==> src/design/mem_pipe_pkg.sv <==
package mem_pipe_pkg;

    // Basic widths
    localparam int WORD_W    = 32;
    localparam int REG_IDX_W = 5;
    localparam int CSR_ADR_W = 12;
    localparam int LANES     = WORD_W / 8;

    typedef logic [WORD_W-1:0]    word_t;
    typedef logic [REG_IDX_W-1:0] reg_idx_t;
    typedef logic [CSR_ADR_W-1:0] csr_addr_t;
    typedef logic [LANES-1:0]     byte_en_t;

    // Machine mode CSR map
    localparam csr_addr_t CSR_MTVEC    = 12'h305;
    localparam csr_addr_t CSR_MSCRATCH = 12'h340;
    localparam csr_addr_t CSR_MEPC     = 12'h341;
    localparam csr_addr_t CSR_MCAUSE   = 12'h342;
    localparam csr_addr_t CSR_MTVAL    = 12'h343;

    // Exception codes for mcause
    localparam word_t CAUSE_MAL_LOAD  = 32'd4;
    localparam word_t CAUSE_MAL_STORE = 32'd6;

    // Access width, shared by loads and stores
    typedef enum logic [2:0] {
        LB,
        LH,
        LW,
        LBU,
        LHU,
        NONE
    } load_t;

    // Writeback source
    typedef enum logic [2:0] {
        WSEL_LOAD,
        WSEL_PC4,
        WSEL_IMMU,
        WSEL_ALU,
        WSEL_CSR
    } w_sel_t;

    typedef enum logic [1:0] {
        CSR_NONE,
        CSR_SWAP,
        CSR_SET,
        CSR_CLR
    } csr_op_t;

    typedef enum logic [1:0] {
        IDLE,
        ADDR,
        RESP,
        DONE
    } axil_state_t;

    // Execute to memory pipeline register
    typedef struct packed {
        logic       valid;
        word_t      pc;
        word_t      pc4;
        word_t      alu_out;
        word_t      rs1_data;
        word_t      rs2_data;
        word_t      imm_u;
        logic       dren;
        logic       dwen;
        load_t      load_type;
        w_sel_t     w_sel;
        logic       reg_write;
        reg_idx_t   rd;
        csr_op_t    csr_op;
        logic       csr_imm;
        logic [4:0] zimm;
        csr_addr_t  csr_addr;
    } ex_mem_t;

    typedef struct packed {
        logic     valid;
        logic     reg_write;
        reg_idx_t rd;
        word_t    wdata;
    } wb_t;

    typedef struct packed {
        logic  valid;
        word_t cause;
        word_t tval;
    } trap_t;

    // Stage to bus master
    typedef struct packed {
        logic     req;
        logic     wen;
        word_t    addr;
        word_t    wdata;
        byte_en_t byte_en;
    } dreq_t;

    typedef struct packed {
        logic  done;
        word_t rdata;
    } drsp_t;

    typedef struct packed {
        csr_op_t   op;
        csr_addr_t addr;
        word_t     wdata;
        logic      trap;
        word_t     cause;
        word_t     epc;
        word_t     tval;
    } csr_req_t;

    // AXI4-Lite channels, master side outputs
    typedef struct packed {
        logic     awvalid;
        word_t    awaddr;
        logic     wvalid;
        word_t    wdata;
        byte_en_t wstrb;
        logic     arvalid;
        word_t    araddr;
        logic     bready;
        logic     rready;
    } axil_m2s_t;

    typedef struct packed {
        logic       awready;
        logic       wready;
        logic       bvalid;
        logic [1:0] bresp;
        logic       arready;
        logic       rvalid;
        word_t      rdata;
        logic [1:0] rresp;
    } axil_s2m_t;

endpackage

==> src/design/dmem_extender.sv <==
`timescale 1ns/1ps

module dmem_extender (
    input  mem_pipe_pkg::word_t dmem_in,
    input  mem_pipe_pkg::load_t load_type,
    input  logic [1:0]          byte_offset,
    output mem_pipe_pkg::word_t ext_out
);

    import mem_pipe_pkg::*;

    word_t shifted;

    // Bring the addressed lane down to bit 0
    assign shifted = dmem_in >> {byte_offset, 3'b000};

    always_comb begin
        case (load_type)
            LB: begin
                ext_out = {{24{shifted[7]}}, shifted[7:0]};
            end
            LBU: begin
                ext_out = {24'h0, shifted[7:0]};
            end
            LH: begin
                ext_out = {{16{shifted[15]}}, shifted[15:0]};
            end
            LHU: begin
                ext_out = {16'h0, shifted[15:0]};
            end
            // Full word needs no lane select
            LW: begin
                ext_out = dmem_in;
            end
            default: begin
                ext_out = '0;
            end
        endcase
    end

endmodule

==> src/design/mem_stage.sv <==
`timescale 1ns/1ps

module mem_stage (
    input  mem_pipe_pkg::ex_mem_t  ex_mem,
    output mem_pipe_pkg::dreq_t    dreq,
    input  mem_pipe_pkg::drsp_t    drsp,
    input  mem_pipe_pkg::word_t    load_word,
    output mem_pipe_pkg::csr_req_t csr_req,
    input  mem_pipe_pkg::word_t    csr_rdata,
    output logic                   stall,
    output mem_pipe_pkg::wb_t      wb,
    output mem_pipe_pkg::trap_t    trap
);

    import mem_pipe_pkg::*;

    logic       mem_access;
    logic       mal_addr;
    logic       mal_access;
    logic       retire;
    logic [1:0] byte_offset;
    byte_en_t   byte_en;
    word_t      store_data;
    word_t      wdata_sel;

    assign byte_offset = ex_mem.alu_out[1:0];
    assign mem_access  = ex_mem.dren || ex_mem.dwen;

    // Lane mask from width and low address bits
    always_comb begin
        case (ex_mem.load_type)
            LB, LBU: begin
                byte_en = byte_en_t'(4'b0001 << byte_offset);
            end
            LH, LHU: begin
                case (byte_offset)
                    2'b00:   byte_en = 4'b0011;
                    2'b10:   byte_en = 4'b1100;
                    default: byte_en = 4'b0000;
                endcase
            end
            LW: begin
                byte_en = 4'b1111;
            end
            default: begin
                byte_en = 4'b0000;
            end
        endcase
    end

    // Words need 4-byte alignment, halfwords an even address
    always_comb begin
        case (ex_mem.load_type)
            LW:      mal_addr = (byte_offset != 2'b00);
            LH, LHU: mal_addr = byte_offset[0];
            default: mal_addr = 1'b0;
        endcase
    end

    assign mal_access = ex_mem.valid && mem_access && mal_addr;

    // Store data copied into every lane, wstrb picks the live ones
    always_comb begin
        case (ex_mem.load_type)
            LB:      store_data = {4{ex_mem.rs2_data[7:0]}};
            LH:      store_data = {2{ex_mem.rs2_data[15:0]}};
            LW:      store_data = ex_mem.rs2_data;
            default: store_data = '0;
        endcase
    end

    // Only aligned accesses go out on the bus
    assign dreq.req     = ex_mem.valid && mem_access && !mal_addr;
    assign dreq.wen     = ex_mem.dwen;
    assign dreq.addr    = ex_mem.alu_out;
    assign dreq.wdata   = store_data;
    assign dreq.byte_en = byte_en;

    assign stall  = dreq.req && !drsp.done;
    assign retire = ex_mem.valid && !stall;

    // Trap report for misaligned load or store
    assign trap.valid = mal_access;
    assign trap.cause = ex_mem.dren ? CAUSE_MAL_LOAD : CAUSE_MAL_STORE;
    assign trap.tval  = ex_mem.alu_out;

    // CSR side, write only on the retiring cycle
    assign csr_req.op    = retire ? ex_mem.csr_op : CSR_NONE;
    assign csr_req.addr  = ex_mem.csr_addr;
    assign csr_req.wdata = ex_mem.csr_imm ? {27'h0, ex_mem.zimm} : ex_mem.rs1_data;
    assign csr_req.trap  = trap.valid;
    assign csr_req.cause = trap.cause;
    assign csr_req.epc   = ex_mem.pc;
    assign csr_req.tval  = trap.tval;

    // Writeback value
    always_comb begin
        case (ex_mem.w_sel)
            WSEL_LOAD: wdata_sel = load_word;
            WSEL_PC4:  wdata_sel = ex_mem.pc4;
            WSEL_IMMU: wdata_sel = ex_mem.imm_u;
            WSEL_ALU:  wdata_sel = ex_mem.alu_out;
            WSEL_CSR:  wdata_sel = csr_rdata;
            default:   wdata_sel = '0;
        endcase
    end

    assign wb.valid     = retire;
    // A trapping access must not write rd
    assign wb.reg_write = retire && ex_mem.reg_write && !mal_access;
    assign wb.rd        = ex_mem.rd;
    assign wb.wdata     = wdata_sel;

endmodule

==> src/design/axil_data_master.sv <==
`timescale 1ns/1ps

module axil_data_master (
    input  logic                    CLK,
    input  logic                    nRST,
    input  mem_pipe_pkg::dreq_t     dreq,
    output mem_pipe_pkg::drsp_t     drsp,
    output mem_pipe_pkg::axil_m2s_t axil_out,
    input  mem_pipe_pkg::axil_s2m_t axil_in
);

    import mem_pipe_pkg::*;

    axil_state_t state;
    axil_state_t state_next;
    logic        aw_done;
    logic        w_done;
    logic        aw_hs;
    logic        w_hs;
    logic        ar_hs;
    logic        b_hs;
    logic        r_hs;
    logic        wen_q;
    word_t       addr_q;
    word_t       wdata_q;
    word_t       rdata_q;
    byte_en_t    strb_q;

    assign aw_hs = axil_out.awvalid && axil_in.awready;
    assign w_hs  = axil_out.wvalid && axil_in.wready;
    assign ar_hs = axil_out.arvalid && axil_in.arready;
    assign b_hs  = axil_out.bready && axil_in.bvalid;
    assign r_hs  = axil_out.rready && axil_in.rvalid;

    always_comb begin
        state_next = state;
        case (state)
            IDLE: begin
                if (dreq.req) begin
                    state_next = ADDR;
                end
            end
            ADDR: begin
                // Write waits for both AW and W, in either order
                if (wen_q) begin
                    if ((aw_done || aw_hs) && (w_done || w_hs)) begin
                        state_next = RESP;
                    end
                end else if (ar_hs) begin
                    state_next = RESP;
                end
            end
            RESP: begin
                if (b_hs || r_hs) begin
                    state_next = DONE;
                end
            end
            default: begin
                state_next = IDLE;
            end
        endcase
    end

    always_ff @(posedge CLK, negedge nRST) begin
        if (!nRST) begin
            state   <= IDLE;
            aw_done <= 1'b0;
            w_done  <= 1'b0;
        end else begin
            state <= state_next;
            if (state == IDLE) begin
                aw_done <= 1'b0;
                w_done  <= 1'b0;
            end else begin
                aw_done <= aw_done || aw_hs;
                w_done  <= w_done || w_hs;
            end
        end
    end

    // Request captured once so the payload holds while valid waits
    always_ff @(posedge CLK) begin
        if (state == IDLE && dreq.req) begin
            wen_q   <= dreq.wen;
            addr_q  <= dreq.addr;
            wdata_q <= dreq.wdata;
            strb_q  <= dreq.byte_en;
        end
        if (r_hs) begin
            rdata_q <= axil_in.rdata;
        end
    end

    assign axil_out.awvalid = (state == ADDR) && wen_q && !aw_done;
    assign axil_out.awaddr  = addr_q;
    assign axil_out.wvalid  = (state == ADDR) && wen_q && !w_done;
    assign axil_out.wdata   = wdata_q;
    assign axil_out.wstrb   = strb_q;
    assign axil_out.arvalid = (state == ADDR) && !wen_q;
    assign axil_out.araddr  = addr_q;
    assign axil_out.bready  = (state == RESP) && wen_q;
    assign axil_out.rready  = (state == RESP) && !wen_q;

    // bresp and rresp are not checked
    assign drsp.done  = (state == DONE);
    assign drsp.rdata = rdata_q;

endmodule

==> src/design/csr_unit.sv <==
`timescale 1ns/1ps

module csr_unit (
    input  logic                   CLK,
    input  logic                   nRST,
    input  mem_pipe_pkg::csr_req_t csr_req,
    output mem_pipe_pkg::word_t    rdata
);

    import mem_pipe_pkg::*;

    word_t mscratch;
    word_t mtvec;
    word_t mepc;
    word_t mcause;
    word_t mtval;
    word_t csr_new;

    // Read port, unknown addresses return zero
    always_comb begin
        case (csr_req.addr)
            CSR_MSCRATCH: rdata = mscratch;
            CSR_MTVEC:    rdata = mtvec;
            CSR_MEPC:     rdata = mepc;
            CSR_MCAUSE:   rdata = mcause;
            CSR_MTVAL:    rdata = mtval;
            default:      rdata = '0;
        endcase
    end

    // Read-modify-write value
    always_comb begin
        case (csr_req.op)
            CSR_SWAP: csr_new = csr_req.wdata;
            CSR_SET:  csr_new = rdata | csr_req.wdata;
            CSR_CLR:  csr_new = rdata & ~csr_req.wdata;
            default:  csr_new = rdata;
        endcase
    end

    always_ff @(posedge CLK, negedge nRST) begin
        if (!nRST) begin
            mscratch <= '0;
            mtvec    <= '0;
            mepc     <= '0;
            mcause   <= '0;
            mtval    <= '0;
        end else if (csr_req.trap) begin
            // Trap capture wins over any CSR write
            mepc   <= csr_req.epc;
            mcause <= csr_req.cause;
            mtval  <= csr_req.tval;
        end else if (csr_req.op != CSR_NONE) begin
            case (csr_req.addr)
                CSR_MSCRATCH: mscratch <= csr_new;
                CSR_MTVEC:    mtvec    <= csr_new;
                CSR_MEPC:     mepc     <= csr_new;
                CSR_MCAUSE:   mcause   <= csr_new;
                CSR_MTVAL:    mtval    <= csr_new;
                default:      mscratch <= mscratch;
            endcase
        end
    end

endmodule

==> src/design/mem_subsystem.sv <==
`timescale 1ns/1ps

module mem_subsystem (
    input  logic                    CLK,
    input  logic                    nRST,
    input  mem_pipe_pkg::ex_mem_t   ex_mem,
    output logic                    stall,
    output mem_pipe_pkg::wb_t       wb,
    output mem_pipe_pkg::trap_t     trap,
    output mem_pipe_pkg::axil_m2s_t axil_out,
    input  mem_pipe_pkg::axil_s2m_t axil_in
);

    import mem_pipe_pkg::*;

    dreq_t    dreq;
    drsp_t    drsp;
    csr_req_t csr_req;
    word_t    csr_rdata;
    word_t    load_word;

    mem_stage u_mem_stage (
        .ex_mem    (ex_mem),
        .dreq      (dreq),
        .drsp      (drsp),
        .load_word (load_word),
        .csr_req   (csr_req),
        .csr_rdata (csr_rdata),
        .stall     (stall),
        .wb        (wb),
        .trap      (trap)
    );

    // Load data straight from the registered bus response
    dmem_extender u_dmem_extender (
        .dmem_in     (drsp.rdata),
        .load_type   (ex_mem.load_type),
        .byte_offset (ex_mem.alu_out[1:0]),
        .ext_out     (load_word)
    );

    axil_data_master u_axil_data_master (
        .CLK      (CLK),
        .nRST     (nRST),
        .dreq     (dreq),
        .drsp     (drsp),
        .axil_out (axil_out),
        .axil_in  (axil_in)
    );

    csr_unit u_csr_unit (
        .CLK     (CLK),
        .nRST    (nRST),
        .csr_req (csr_req),
        .rdata   (csr_rdata)
    );

endmodule

==> config.mk <==
export PLATFORM = sky130hd
export DESIGN_NAME = mem_subsystem
export DESIGN_NICKNAME = d
export VERILOG_FILES = /design/src/design/mem_pipe_pkg.sv /design/src/design/dmem_extender.sv /design/src/design/mem_stage.sv /design/src/design/axil_data_master.sv /design/src/design/csr_unit.sv /design/src/design/mem_subsystem.sv
export SDC_FILE = /design/constraint.sdc
export NUM_CORES = 1
export LEC_CHECK = 0
export ABC_AREA = 1
export BUFFER_PORTS_ARGS = -buffer_cell sky130_fd_sc_hd__clkbuf_2
export CORE_AREA = 2 2 185 187
export CTS_BUF_LIST = sky130_fd_sc_hd__clkbuf_2 sky130_fd_sc_hd__clkbuf_4 sky130_fd_sc_hd__clkbuf_8
export CTS_CLUSTER_DIAMETER = 200
export DETAILED_ROUTE_END_ITERATION = 7
export DIE_AREA = 0 0 187 189
export PLACE_DENSITY = 0.74
export SYNTH_ARGS = -nofsm -noshare
export SYNTH_HDL_FRONTEND = slang
export SYNTH_SLANG_ARGS = --single-unit
==> constraint.sdc <==
create_clock -name CLK -period 4.7 [get_ports CLK]
set_clock_uncertainty 0.05 [all_clocks]
set_input_delay 0.47 -clock CLK [delete_from_list [all_inputs] [get_ports CLK]]
set_output_delay 0.47 -clock CLK [all_outputs]
set_load 0.05 [all_outputs]
==> run_results.csv, run 1 <==
group,metric,value,unit
power,vdd_drop_max,0.2483,mV
synthesis,synthSimpleGateAreaFrac,31.24,%
clock_tree,cts_buffer_depth,3,
floorplan,core_area,33280,sq um
grt,grt_first_pass_wirelength,90.64,mm
synthesis,synth_area_per_cell,7.320,sq um
cells_and_area,fin_util,55.95,%
cells_and_area,drive_above_1_share,22.95,%
detailed_routing,antenna_left,0,
synthesis,synthMuxAreaShare,0,%
power,p_leak,0.009734,uW
synthesis,post-synth-top-area-cell,"dfrtp_1",
timing,slew_headroom,30.67,%
clock_tree,cts_made_buffers,46,
power,seq_power_share,42.0,%
synthesis,synth_fa_ha_area_share,0.4014,%
worst_setup_path,max_stage_delay,0.59,ns
floorplan,io_pins,480,
worst_setup_path,crit_arrival,3.17,ns
synthesis,synth-xor-area-share,0,%
timing,period_minus_slack,3.693,ns
synthesis,ys_seq_area_share,45.80,%
detailed_routing,drcViolationCount,0,
power,clockPowerShare,33.5,%
worst_setup_path,setup.worst_path.start_class,"input port",
timing,rsz0062_at_grt,"no",
cells_and_area,ff_latch_area,7137,sq um
worst_setup_path,end_kind,"output port",
place,preCtsSetupSlack,1.049,ns
detailed_routing,first_iter_violations,2138,
clock_tree,clkTransAtPathRegs,0.06,ns
floorplan,die_h,189,um
cells_and_area,final_common_cell,"nand2_1",
grt,track_usage,33.84,%
timing,setup_ws,1.007,ns
place,dp_hpwl,45.01,mm
grt,grt_overflow_total,0,
clock_tree,post_cts_resized,0,
power,swShare,35.23,%
cells_and_area,multi_input_area,6485,sq um
synthesis,syn_inst,2129,
synthesis,yosysTopAreaCellShare,26.33,%
clock_tree,clock_sinks,265,
power,p_per_area,361.0,nW/um^2
grt,first_global_vias,15390,
clock_tree,clockRootBuffer,"clkbuf_8",
cells_and_area,most-common-layout-cells,"nand2_1, clkbuf_2, inv_1, nand3_1",
power,totalPowerFinal,6721,uW
detailed_routing,first_pass_iters,5,
clock_tree,htreeDepth,2,
outcome,status,"finished, final reports clean",
cells_and_area,layout.nets,2759,
timing,fin_crit_sh,78.58,%
power,p_comb_share,24.4,%
min_path,hp-class,"in -> reg",
synthesis,synth.distinct_cells,42,
grt,grt_max_degree,71,
synthesis,synth-seq-cells,265,
synthesis,synth_compound_area_share,9.033,%
worst_setup_path,crit_fanout,15,
worst_setup_path,critPathKind,"in -> out",
floorplan,fp-row-count,67,
worst_setup_path,crit_chain,"clkbuf_2, nor2_1, nand2_1, inv_1, buf_4, nand3_1, inv_1, nand2_1, nand2_1, nor2_1, nor2_1, nand2_1, nand4_1, clkbuf_2",
worst_setup_path,required,4.18,ns
timing,finalHoldViolations,0,
place,port_buffers,434,
detailed_routing,routedWlPerCell,20.76,um
synthesis,synth_top_family_by_area,"simple AND/OR/NAND/NOR gates",
worst_setup_path,critPathBufInv,5,
timing,setup_violations,0,
cells_and_area,syn_to_final_growth,19.49,%
worst_setup_path,cpMostUsedCell,"nand2_1",
timing,timing.setup.tns,0,ns
place,routabilityCongestion,0.9637,
worst_setup_path,cp_slowest_cell,"inv_1",
clock_tree,worstSkewPairLatency,0.58,ns
floorplan,initial_core_util,46.83,%
clock_tree,cts_tree,"built",
worst_setup_path,crit_family,"simple AND/OR/NAND/NOR gates",
synthesis,syn-cell-area,15580,sq um
timing,tightest_slew,1.033,ns
detailed_routing,vias,16330,
flow_run,drv_cap,0,
synthesis,yosys_warnings,0,
timing,max_freq,0.2708,GHz
synthesis,ys_top_cells_by_area,"dfrtp_1, edfxtp_1, nand2_1, nand3_1, inv_1",
detailed_routing,viasPerCell,5.501,
power,netSwitchingPower,2368,uW
detailed_routing,wl,61.62,mm
floorplan,dieArea,35340,sq um
power,p_int,4353,uW
timing,maxSlewViolCount,0,
floorplan,die_w,187,um
grt,antenna_found_initial,2,
cells_and_area,fillers,3210,
## synthesized netlist by cell type, drive strengths merged
library cell  instances
a211oi                1
nor4                  1
nor3                 11
o21ai               141
a21oi                64
nand2               732
buf                 160
inv                 228
edfxtp              101
dfrtp               164
o22ai                15
a22oi                 8
and3                  1
o21a                  1
nand4                61
nand3               183
conb                  2
o31ai                 1
a211o                 2
or2                   1
a221oi                2
clkinv                3
o211ai               13
a221o                 5
clkbuf               47
ha                    5
o2111ai               1
nor2                175
## power by group through the flow
stage	logic, uW	registers (uW)	clock network [uW]
2_1_floorplan	998	3010	0
3_3_place_gp	1600	2850	0
3_5_place_dp	1620	2860	0
4_1_cts	1630	2820	2260
5_1_grt	1760	2850	2370
6_report	1640	2830	2250
## repair_timing
action / CTS / global route
endpoints found under the hold margin: 76 / 0
setup buffers: 0 / 0
hold buffers: 9 / 0
## cell families (layout without fill, tap and decap cells)
group,count (synthesis),in the layout
AO/OA/AOI/OAI,254,254
AND/OR/NAND/NOR,1165,1165
adder cells (fa/ha/maj),5,5
flip-flops,265,265
buffers and inverters,438,799
other,2,32
## final timing paths
kind / from / to / slack, ns / cells after the start
min in group asynchronous: nRST / u_csr_unit.mscratch[30]$_DFFE_PN0P_ / 0.44 / 2
min reg2reg: u_csr_unit.mcause[0]$_DFFE_PN0P_ / u_csr_unit.mcause[0]$_DFFE_PN0P_ / 0.43 / 2
max: ex_mem[3] / wb[3] / 1.01 / 14
max in group asynchronous: nRST / u_csr_unit.mcause[26]$_DFFE_PN0P_ / 3.00 / 3
min: axil_in[8] / u_axil_data_master.rdata_q[6]$_DFFE_PP_ / 0.02 / 1
max reg2reg: u_axil_data_master.state[0]$_DFFE_PN0P_ / u_csr_unit.mepc[26]$_DFFE_PN0P_ / 1.82 / 9
## registers in the layout, indices dropped and copies added (netlist names), 2 cells and up
signal                      count
u_csr_unit.mepc                32
u_csr_unit.mscratch            32
u_axil_data_master.rdata_q     32
u_axil_data_master.strb_q       4
u_csr_unit.mcause              32
u_axil_data_master.wdata_q     32
u_csr_unit.mtval               32
u_axil_data_master.addr_q      32
u_axil_data_master.state        2
u_csr_unit.mtvec               32
## per-stage QoR
| step | cell area [sq um] | hold WS (ns) | cells |
|---|---|---|---|
| after floorplan | 15690 | 0.1244 | 2158 |
| after global placement | 17570 | 0.4120 | 2875 |
| after detailed placement | 17570 | 0.4148 | 2875 |
| after CTS | 18620 | 0.0004051 | 2967 |
| after global routing | 18620 | 0.005017 | 2967 |
| final | 18620 | 0.02432 | 2968 |
## area by class of cell
class,instances,share of cell area [%]
timing repair buffer,485,14.01
clock buffer,64,4.294
antenna,1,0.01344
clock inverter,19,0.8467
inverter,231,4.670
tap,448,3.010
multi-input combinational,1455,34.83
sequential,265,38.33
## per-layer routing
| layer | global-route usage, % | up-vias | wire (um) |
|---|---|---|---|
| met1 | 42.31 | 7639 | 23180 |
| met3 | 7.192 | 181 | 6338 |
| met2 | 55.29 | 1070 | 28620 |
| met5 | 0 | - | 32 |
| met4 | 17.89 | 4 | 3459 |
| li1 | - | 7434 | - |
Power figures use the tool's default switching activity.
==> run 2: changes to the inputs <==
Clock period 4.7 ns to 3.7 ns, I/O delays scaled along.
==> run_results.csv, run 2 (synthesized netlist as in run 1, its figures left out) <==
group,metric,value,unit
detailed_routing,first_pass_iters,6,
worst_setup_path,crit_fanout,10,
cells_and_area,most-common-layout-cells,"nand2_1, clkbuf_2, inv_1, nand3_1",
clock_tree,clock_sinks,265,
place,routabilityCongestion,0.9641,
min_path,hold_start,"ex_mem[157]",
worst_setup_path,rr_startpoint,"u_axil_data_master.state[0]$_DFFE_PN0P_",
floorplan,initial_core_util,46.83,%
clock_tree,worstSkewPairLatency,0.58,ns
cells_and_area,final_area,19070,sq um
place,port_buffers,434,
floorplan,dieArea,35340,sq um
clock_tree,cts_tree,"built",
clock_tree,htreeDepth,2,
timing,finalHoldViolations,0,
cells_and_area,layout.nets,2810,
clock_tree,clockRootBuffer,"clkbuf_8",
floorplan,fp-row-count,67,
clock_tree,clkTransAtPathRegs,0.06,ns
cells_and_area,fillers,3149,
grt,grt_first_pass_wirelength,89.65,mm
worst_setup_path,crit_start,"ex_mem[130]",
timing,slew_headroom,39.81,%
timing,fin_crit_sh,86.74,%
timing,rsz0062_at_grt,"no",
worst_setup_path,critPathKind,"in -> out",
grt,grt_overflow_total,0,
cells_and_area,syn_to_final_growth,22.38,%
outcome,status,"finished, final reports clean",
worst_setup_path,crit_arrival,2.79,ns
clock_tree,post_cts_buffers,0,
detailed_routing,wl,61.02,mm
cells_and_area,multi_input_area,6485,sq um
clock_tree,cts_buffer_depth,3,
place,preCtsSetupSlack,0.5658,ns
timing,period_minus_slack,3.209,ns
timing,max_freq,0.3116,GHz
timing,setup_violations,0,
worst_setup_path,end_kind,"output port",
detailed_routing,viasPerCell,5.496,
timing,maxSlewViolCount,0,
floorplan,die_w,187,um
timing,timing.setup.tns,0,ns
detailed_routing,antenna_left,0,
detailed_routing,drcViolationCount,0,
place,placed_area,17700,sq um
detailed_routing,routedWlPerCell,20.22,um
power,p_per_area,444.9,nW/um^2
timing,setup_ws,0.4906,ns
detailed_routing,first_iter_violations,1730,
cells_and_area,ff_latch_area,7137,sq um
grt,first_global_vias,15710,
worst_setup_path,required,3.28,ns
grt,grt_max_degree,76,
floorplan,core_area,33280,sq um
floorplan,die_h,189,um
clock_tree,cts_made_buffers,47,
cells_and_area,drive_above_1_share,23.45,%
place,dp_hpwl,44.83,mm
floorplan,io_pins,480,
power,vdd_drop_max,0.3143,mV
grt,antenna_found_initial,3,
min_path,hp-class,"in -> reg",
flow_run,drv_cap,0,
power,p_leak,0.009963,uW
detailed_routing,vias,16590,
timing,tightest_slew,0.9019,ns
worst_setup_path,setup.worst_path.start_class,"input port",
cells_and_area,final_common_cell,"nand2_1",
grt,track_usage,33.37,%
-- run 2: changes by cell type in the layout (fill, tap and decap cells not counted) --
cell / change
bufinv_16: -3
dlygate4sd3_1: +34
clkbuf_8: +4
diode_2: +2
buf_4: +15
clkinv_1: -10
clkbuf_4: +4
clkinv_2: +3
buf_12: +1
-- run 2: worst max-delay path, stage by stage --
cell,delay [ns]
clkbuf_2,0.28
inv_1,0.07
nor2_1,0.43
clkinv_1,0.44
o22ai_1,0.25
a21oi_1,0.05
o21ai_0,0.31
a21oi_1,0.15
nand2_1,0.14
clkbuf_2,0.30
-- run 2: timing repair --
action | in CTS | in global routing
hold buffers | 43 | 0
hold endpoints to repair | 115 | 0
resized for setup | 0 | 0
-- run 2: cell type report --
type / count / share of cell area, %
Antenna cell: 3 / 0.03936
Clock buffer: 72 / 4.638
Clock inverter: 9 / 0.2362
Inverter: 231 / 4.560
Sequential cell: 265 / 37.42
Timing Repair Buffer: 535 / 16.16
Tap cell: 448 / 2.939
Multi-Input combinational cell: 1455 / 34.00
-- run 2: final timing paths --
check | endpoint | slack, ns | cells after the start
worst min register to register | u_csr_unit.mscratch[28]$_DFFE_PN0P_ | 0.43 | 2
worst min-delay path | u_axil_data_master.addr_q[27]$_DFFE_PP_ | 0.02 | 1
max in group asynchronous | u_csr_unit.mepc[23]$_DFFE_PN0P_ | 2.35 | 3
min in group asynchronous | u_csr_unit.mtvec[25]$_DFFE_PN0P_ | 0.36 | 2
worst max-delay path | wb[6] | 0.49 | 10
worst max register to register | u_csr_unit.mcause[23]$_DFFE_PN0P_ | 0.97 | 12
-- run 2: through the flow --
stage               cells  utilization (%)  hold slack, ns  total power, uW
floorplan            2158                -         0.02441             5082
global placement     2891            53.19          0.4053             5657
detailed placement   2891            53.19          0.4059             5707
CTS                  3015            57.28        0.003738             8463
global route         3016            57.29         0.01342             8803
finish               3018            57.30         0.02313             8484
-- run 2: layer usage --
metal | part of all wire [%] | up-vias | track usage, %
li1 | - | 7535 | -
met1 | 37 | 7762 | 41.14
met2 | 45 | 1100 | 53.33
met3 | 11 | 189 | 8.137
met4 | 6.1 | 2 | 19.93
met5 | 0.023 | - | 0
-- run 2: report_power, final --
group	internal [uW]	switching (uW)
sequential	3420	174
clock	1510	1240
combinational	552	1590
==> run 3: changes to the inputs <==
Settings changed: CORE_AREA 2 2 185 187 to not set, CORE_MARGIN set to 1, CORE_UTILIZATION set to 41, DIE_AREA 0 0 187 189 to not set, PLACE_DENSITY 0.74 to 0.66.
==> run_results.csv, run 3 (synthesized netlist as in run 1, its figures left out) <==
group,metric,value,unit
cells_and_area,most-common-layout-cells,"nand2_1, clkbuf_2, inv_1, nand3_1",
timing,timing.setup.tns,0,ns
place,dp_cells,2957,
worst_setup_path,required,3.28,ns
detailed_routing,viasPerCell,5.329,
clock_tree,clock_sinks,265,
worst_setup_path,end_kind,"output port",
timing,tightest_slew,0.9423,ns
timing,finalHoldViolations,0,
power,p_per_area,456.8,nW/um^2
detailed_routing,first_pass_iters,6,
cells_and_area,drive_above_1_share,23.60,%
timing,setup_violations,0,
worst_setup_path,rr_startpoint,"u_axil_data_master.state[0]$_DFFE_PN0P_",
timing,slew_headroom,37.11,%
worst_setup_path,reg2regPathDepth,8,
cells_and_area,syn_to_final_growth,24.32,%
worst_setup_path,r2r_end,"u_csr_unit.mepc[24]$_DFFE_PN0P_",
cells_and_area,layout.nets,2824,
min_path,whs_endpoint,"u_axil_data_master.addr_q[10]$_DFFE_PP_",
place,port_buffers,434,
clock_tree,worstSkewPairLatency,0.59,ns
min_path,hold_depth,1,
detailed_routing,routedWlPerCell,20.26,um
power,p_int,5758,uW
detailed_routing,antenna_left,0,
floorplan,dieArea,38790,sq um
floorplan,initial_core_util,41.47,%
clock_tree,cts_buffer_depth,3,
power,swShare,34.93,%
clock_tree,clockRootBuffer,"clkbuf_8",
grt,antenna_found_initial,3,
timing,fin_crit_sh,89.78,%
grt,track_usage,31.55,%
floorplan,die_w,197.0,um
detailed_routing,drcViolationCount,0,
worst_setup_path,crit_arrival,2.90,ns
grt,grt_first_pass_wirelength,91.28,mm
worst_setup_path,setup.worst_path.start_class,"flop",
timing,max_freq,0.3010,GHz
floorplan,io_pins,480,
power,p_leak,0.01007,uW
clock_tree,cts_hold_buf,50,
detailed_routing,wl,62.88,mm
place,dp_hpwl,45.45,mm
grt,grt_overflow_total,0,
clock_tree,post_cts_resized,0,
grt,first_global_vias,15200,
clock_tree,htreeDepth,2,
detailed_routing,first_iter_violations,1708,
clock_tree,post_cts_buffers,0,
floorplan,core_area,37580,sq um
clock_tree,cts_tree,"built",
power,seq_power_share,40.6,%
outcome,status,"finished, final reports clean",
timing,maxSlewViolCount,0,
power,p_comb_share,24.3,%
worst_setup_path,critPathKind,"reg -> out",
cells_and_area,final_area,19370,sq um
worst_setup_path,r2r_slack,1.21,ns
detailed_routing,vias,16540,
clock_tree,clkTransAtPathRegs,0.06,ns
cells_and_area,fin_cells,3104,
clock_tree,cts_made_buffers,49,
place,routabilityCongestion,0.9488,
flow_run,drv_cap,0,
timing,rsz0062_at_grt,"no",
power,vdd_drop_max,0.2819,mV
min_path,hold_start,"ex_mem[140]",
grt,grt_max_degree,80,
worst_setup_path,crit_fanout,13,
power,clockPowerShare,35.1,%
timing,period_minus_slack,3.322,ns
min_path,hp-class,"in -> reg",
floorplan,fp-row-count,71,
place,placed_area,17780,sq um
cells_and_area,final_common_cell,"nand2_1",
power,netSwitchingPower,3091,uW
floorplan,die_h,197.0,um
==> run 3: cell types whose count changed in the layout (fill, tap and decap cells not counted), sizes merged <==
| cell | delta |
|---|---|
| buf | +3 |
| clkbuf | -2 |
| diode | +1 |
| bufinv | +4 |
| dlygate4sd3 | +9 |
| clkinv | +8 |
==> run 3: area by class of cell <==
class	count	area, sq um
sequential	265	7137
timing repair buffer	547	3169
clock buffer	70	863.3
inverter	231	869.6
tap	511	639.4
antenna	4	10.01
clock inverter	21	200.2
fill	3704	18200
multi-input combinational	1455	6485
==> run 3: critical path, stage by stage (launching register included) <==
cell and delay [ns]:
edfxtp_1 0.43, a22oi_1 0.25, nand2_1 0.10, nand2_2 0.21
nand2_1 0.15, inv_1 0.36, o21ai_0 0.16, a21oi_1 0.27
nand2_1 0.14, clkbuf_2 0.26
==> run 3: worst max-delay path by stage <==
| stage | from | to | cells past startpoint |
|---|---|---|---|
| after floorplan | ex_mem[130] | u_axil_data_master.addr_q[0]$_DFFE_PP_ | 6 |
| after detailed placement | ex_mem[5] | wb[14] | 12 |
| after global routing | u_axil_data_master.rdata_q[31]$_DFFE_PP_ | wb[25] | 9 |
| after CTS | u_axil_data_master.rdata_q[31]$_DFFE_PP_ | wb[25] | 9 |
| final | u_axil_data_master.rdata_q[31]$_DFFE_PP_ | wb[25] | 9 |
| after global placement | ex_mem[5] | wb[14] | 12 |
==> run 3: layer usage <==
layer | vias to the layer above | part of all wire [%] | track usage [%]
li1 | 7565 | - | -
met1 | 7733 | 39 | 40.15
met2 | 1066 | 47 | 51.46
met3 | 176 | 9.9 | 6.126
met4 | 0 | 4.7 | 15.22
met5 | - | 0 | 0
==> run 3: metrics by stage <==
stage,util [%],power (uW),setup WS (ns),hold WS [ns]
floorplan,-,5082,0.4595,0.02441
global placement,47.31,5678,0.6787,0.4119
detailed placement,47.31,5717,0.6651,0.4150
CTS,51.48,8854,0.4318,0.0003959
global route,51.54,9180,0.2461,0.004797
finish,51.56,8850,0.3782,0.02427
==> run 3: power by group through the flow <==
stage	sequential, uW	combinational, uW	clock, uW
final	3590	2150	3110
after CTS	3580	2130	3140
after global routing	3620	2300	3260
after floorplan	3810	1270	0
after detailed placement	3640	2080	0
after global placement	3630	2050	0
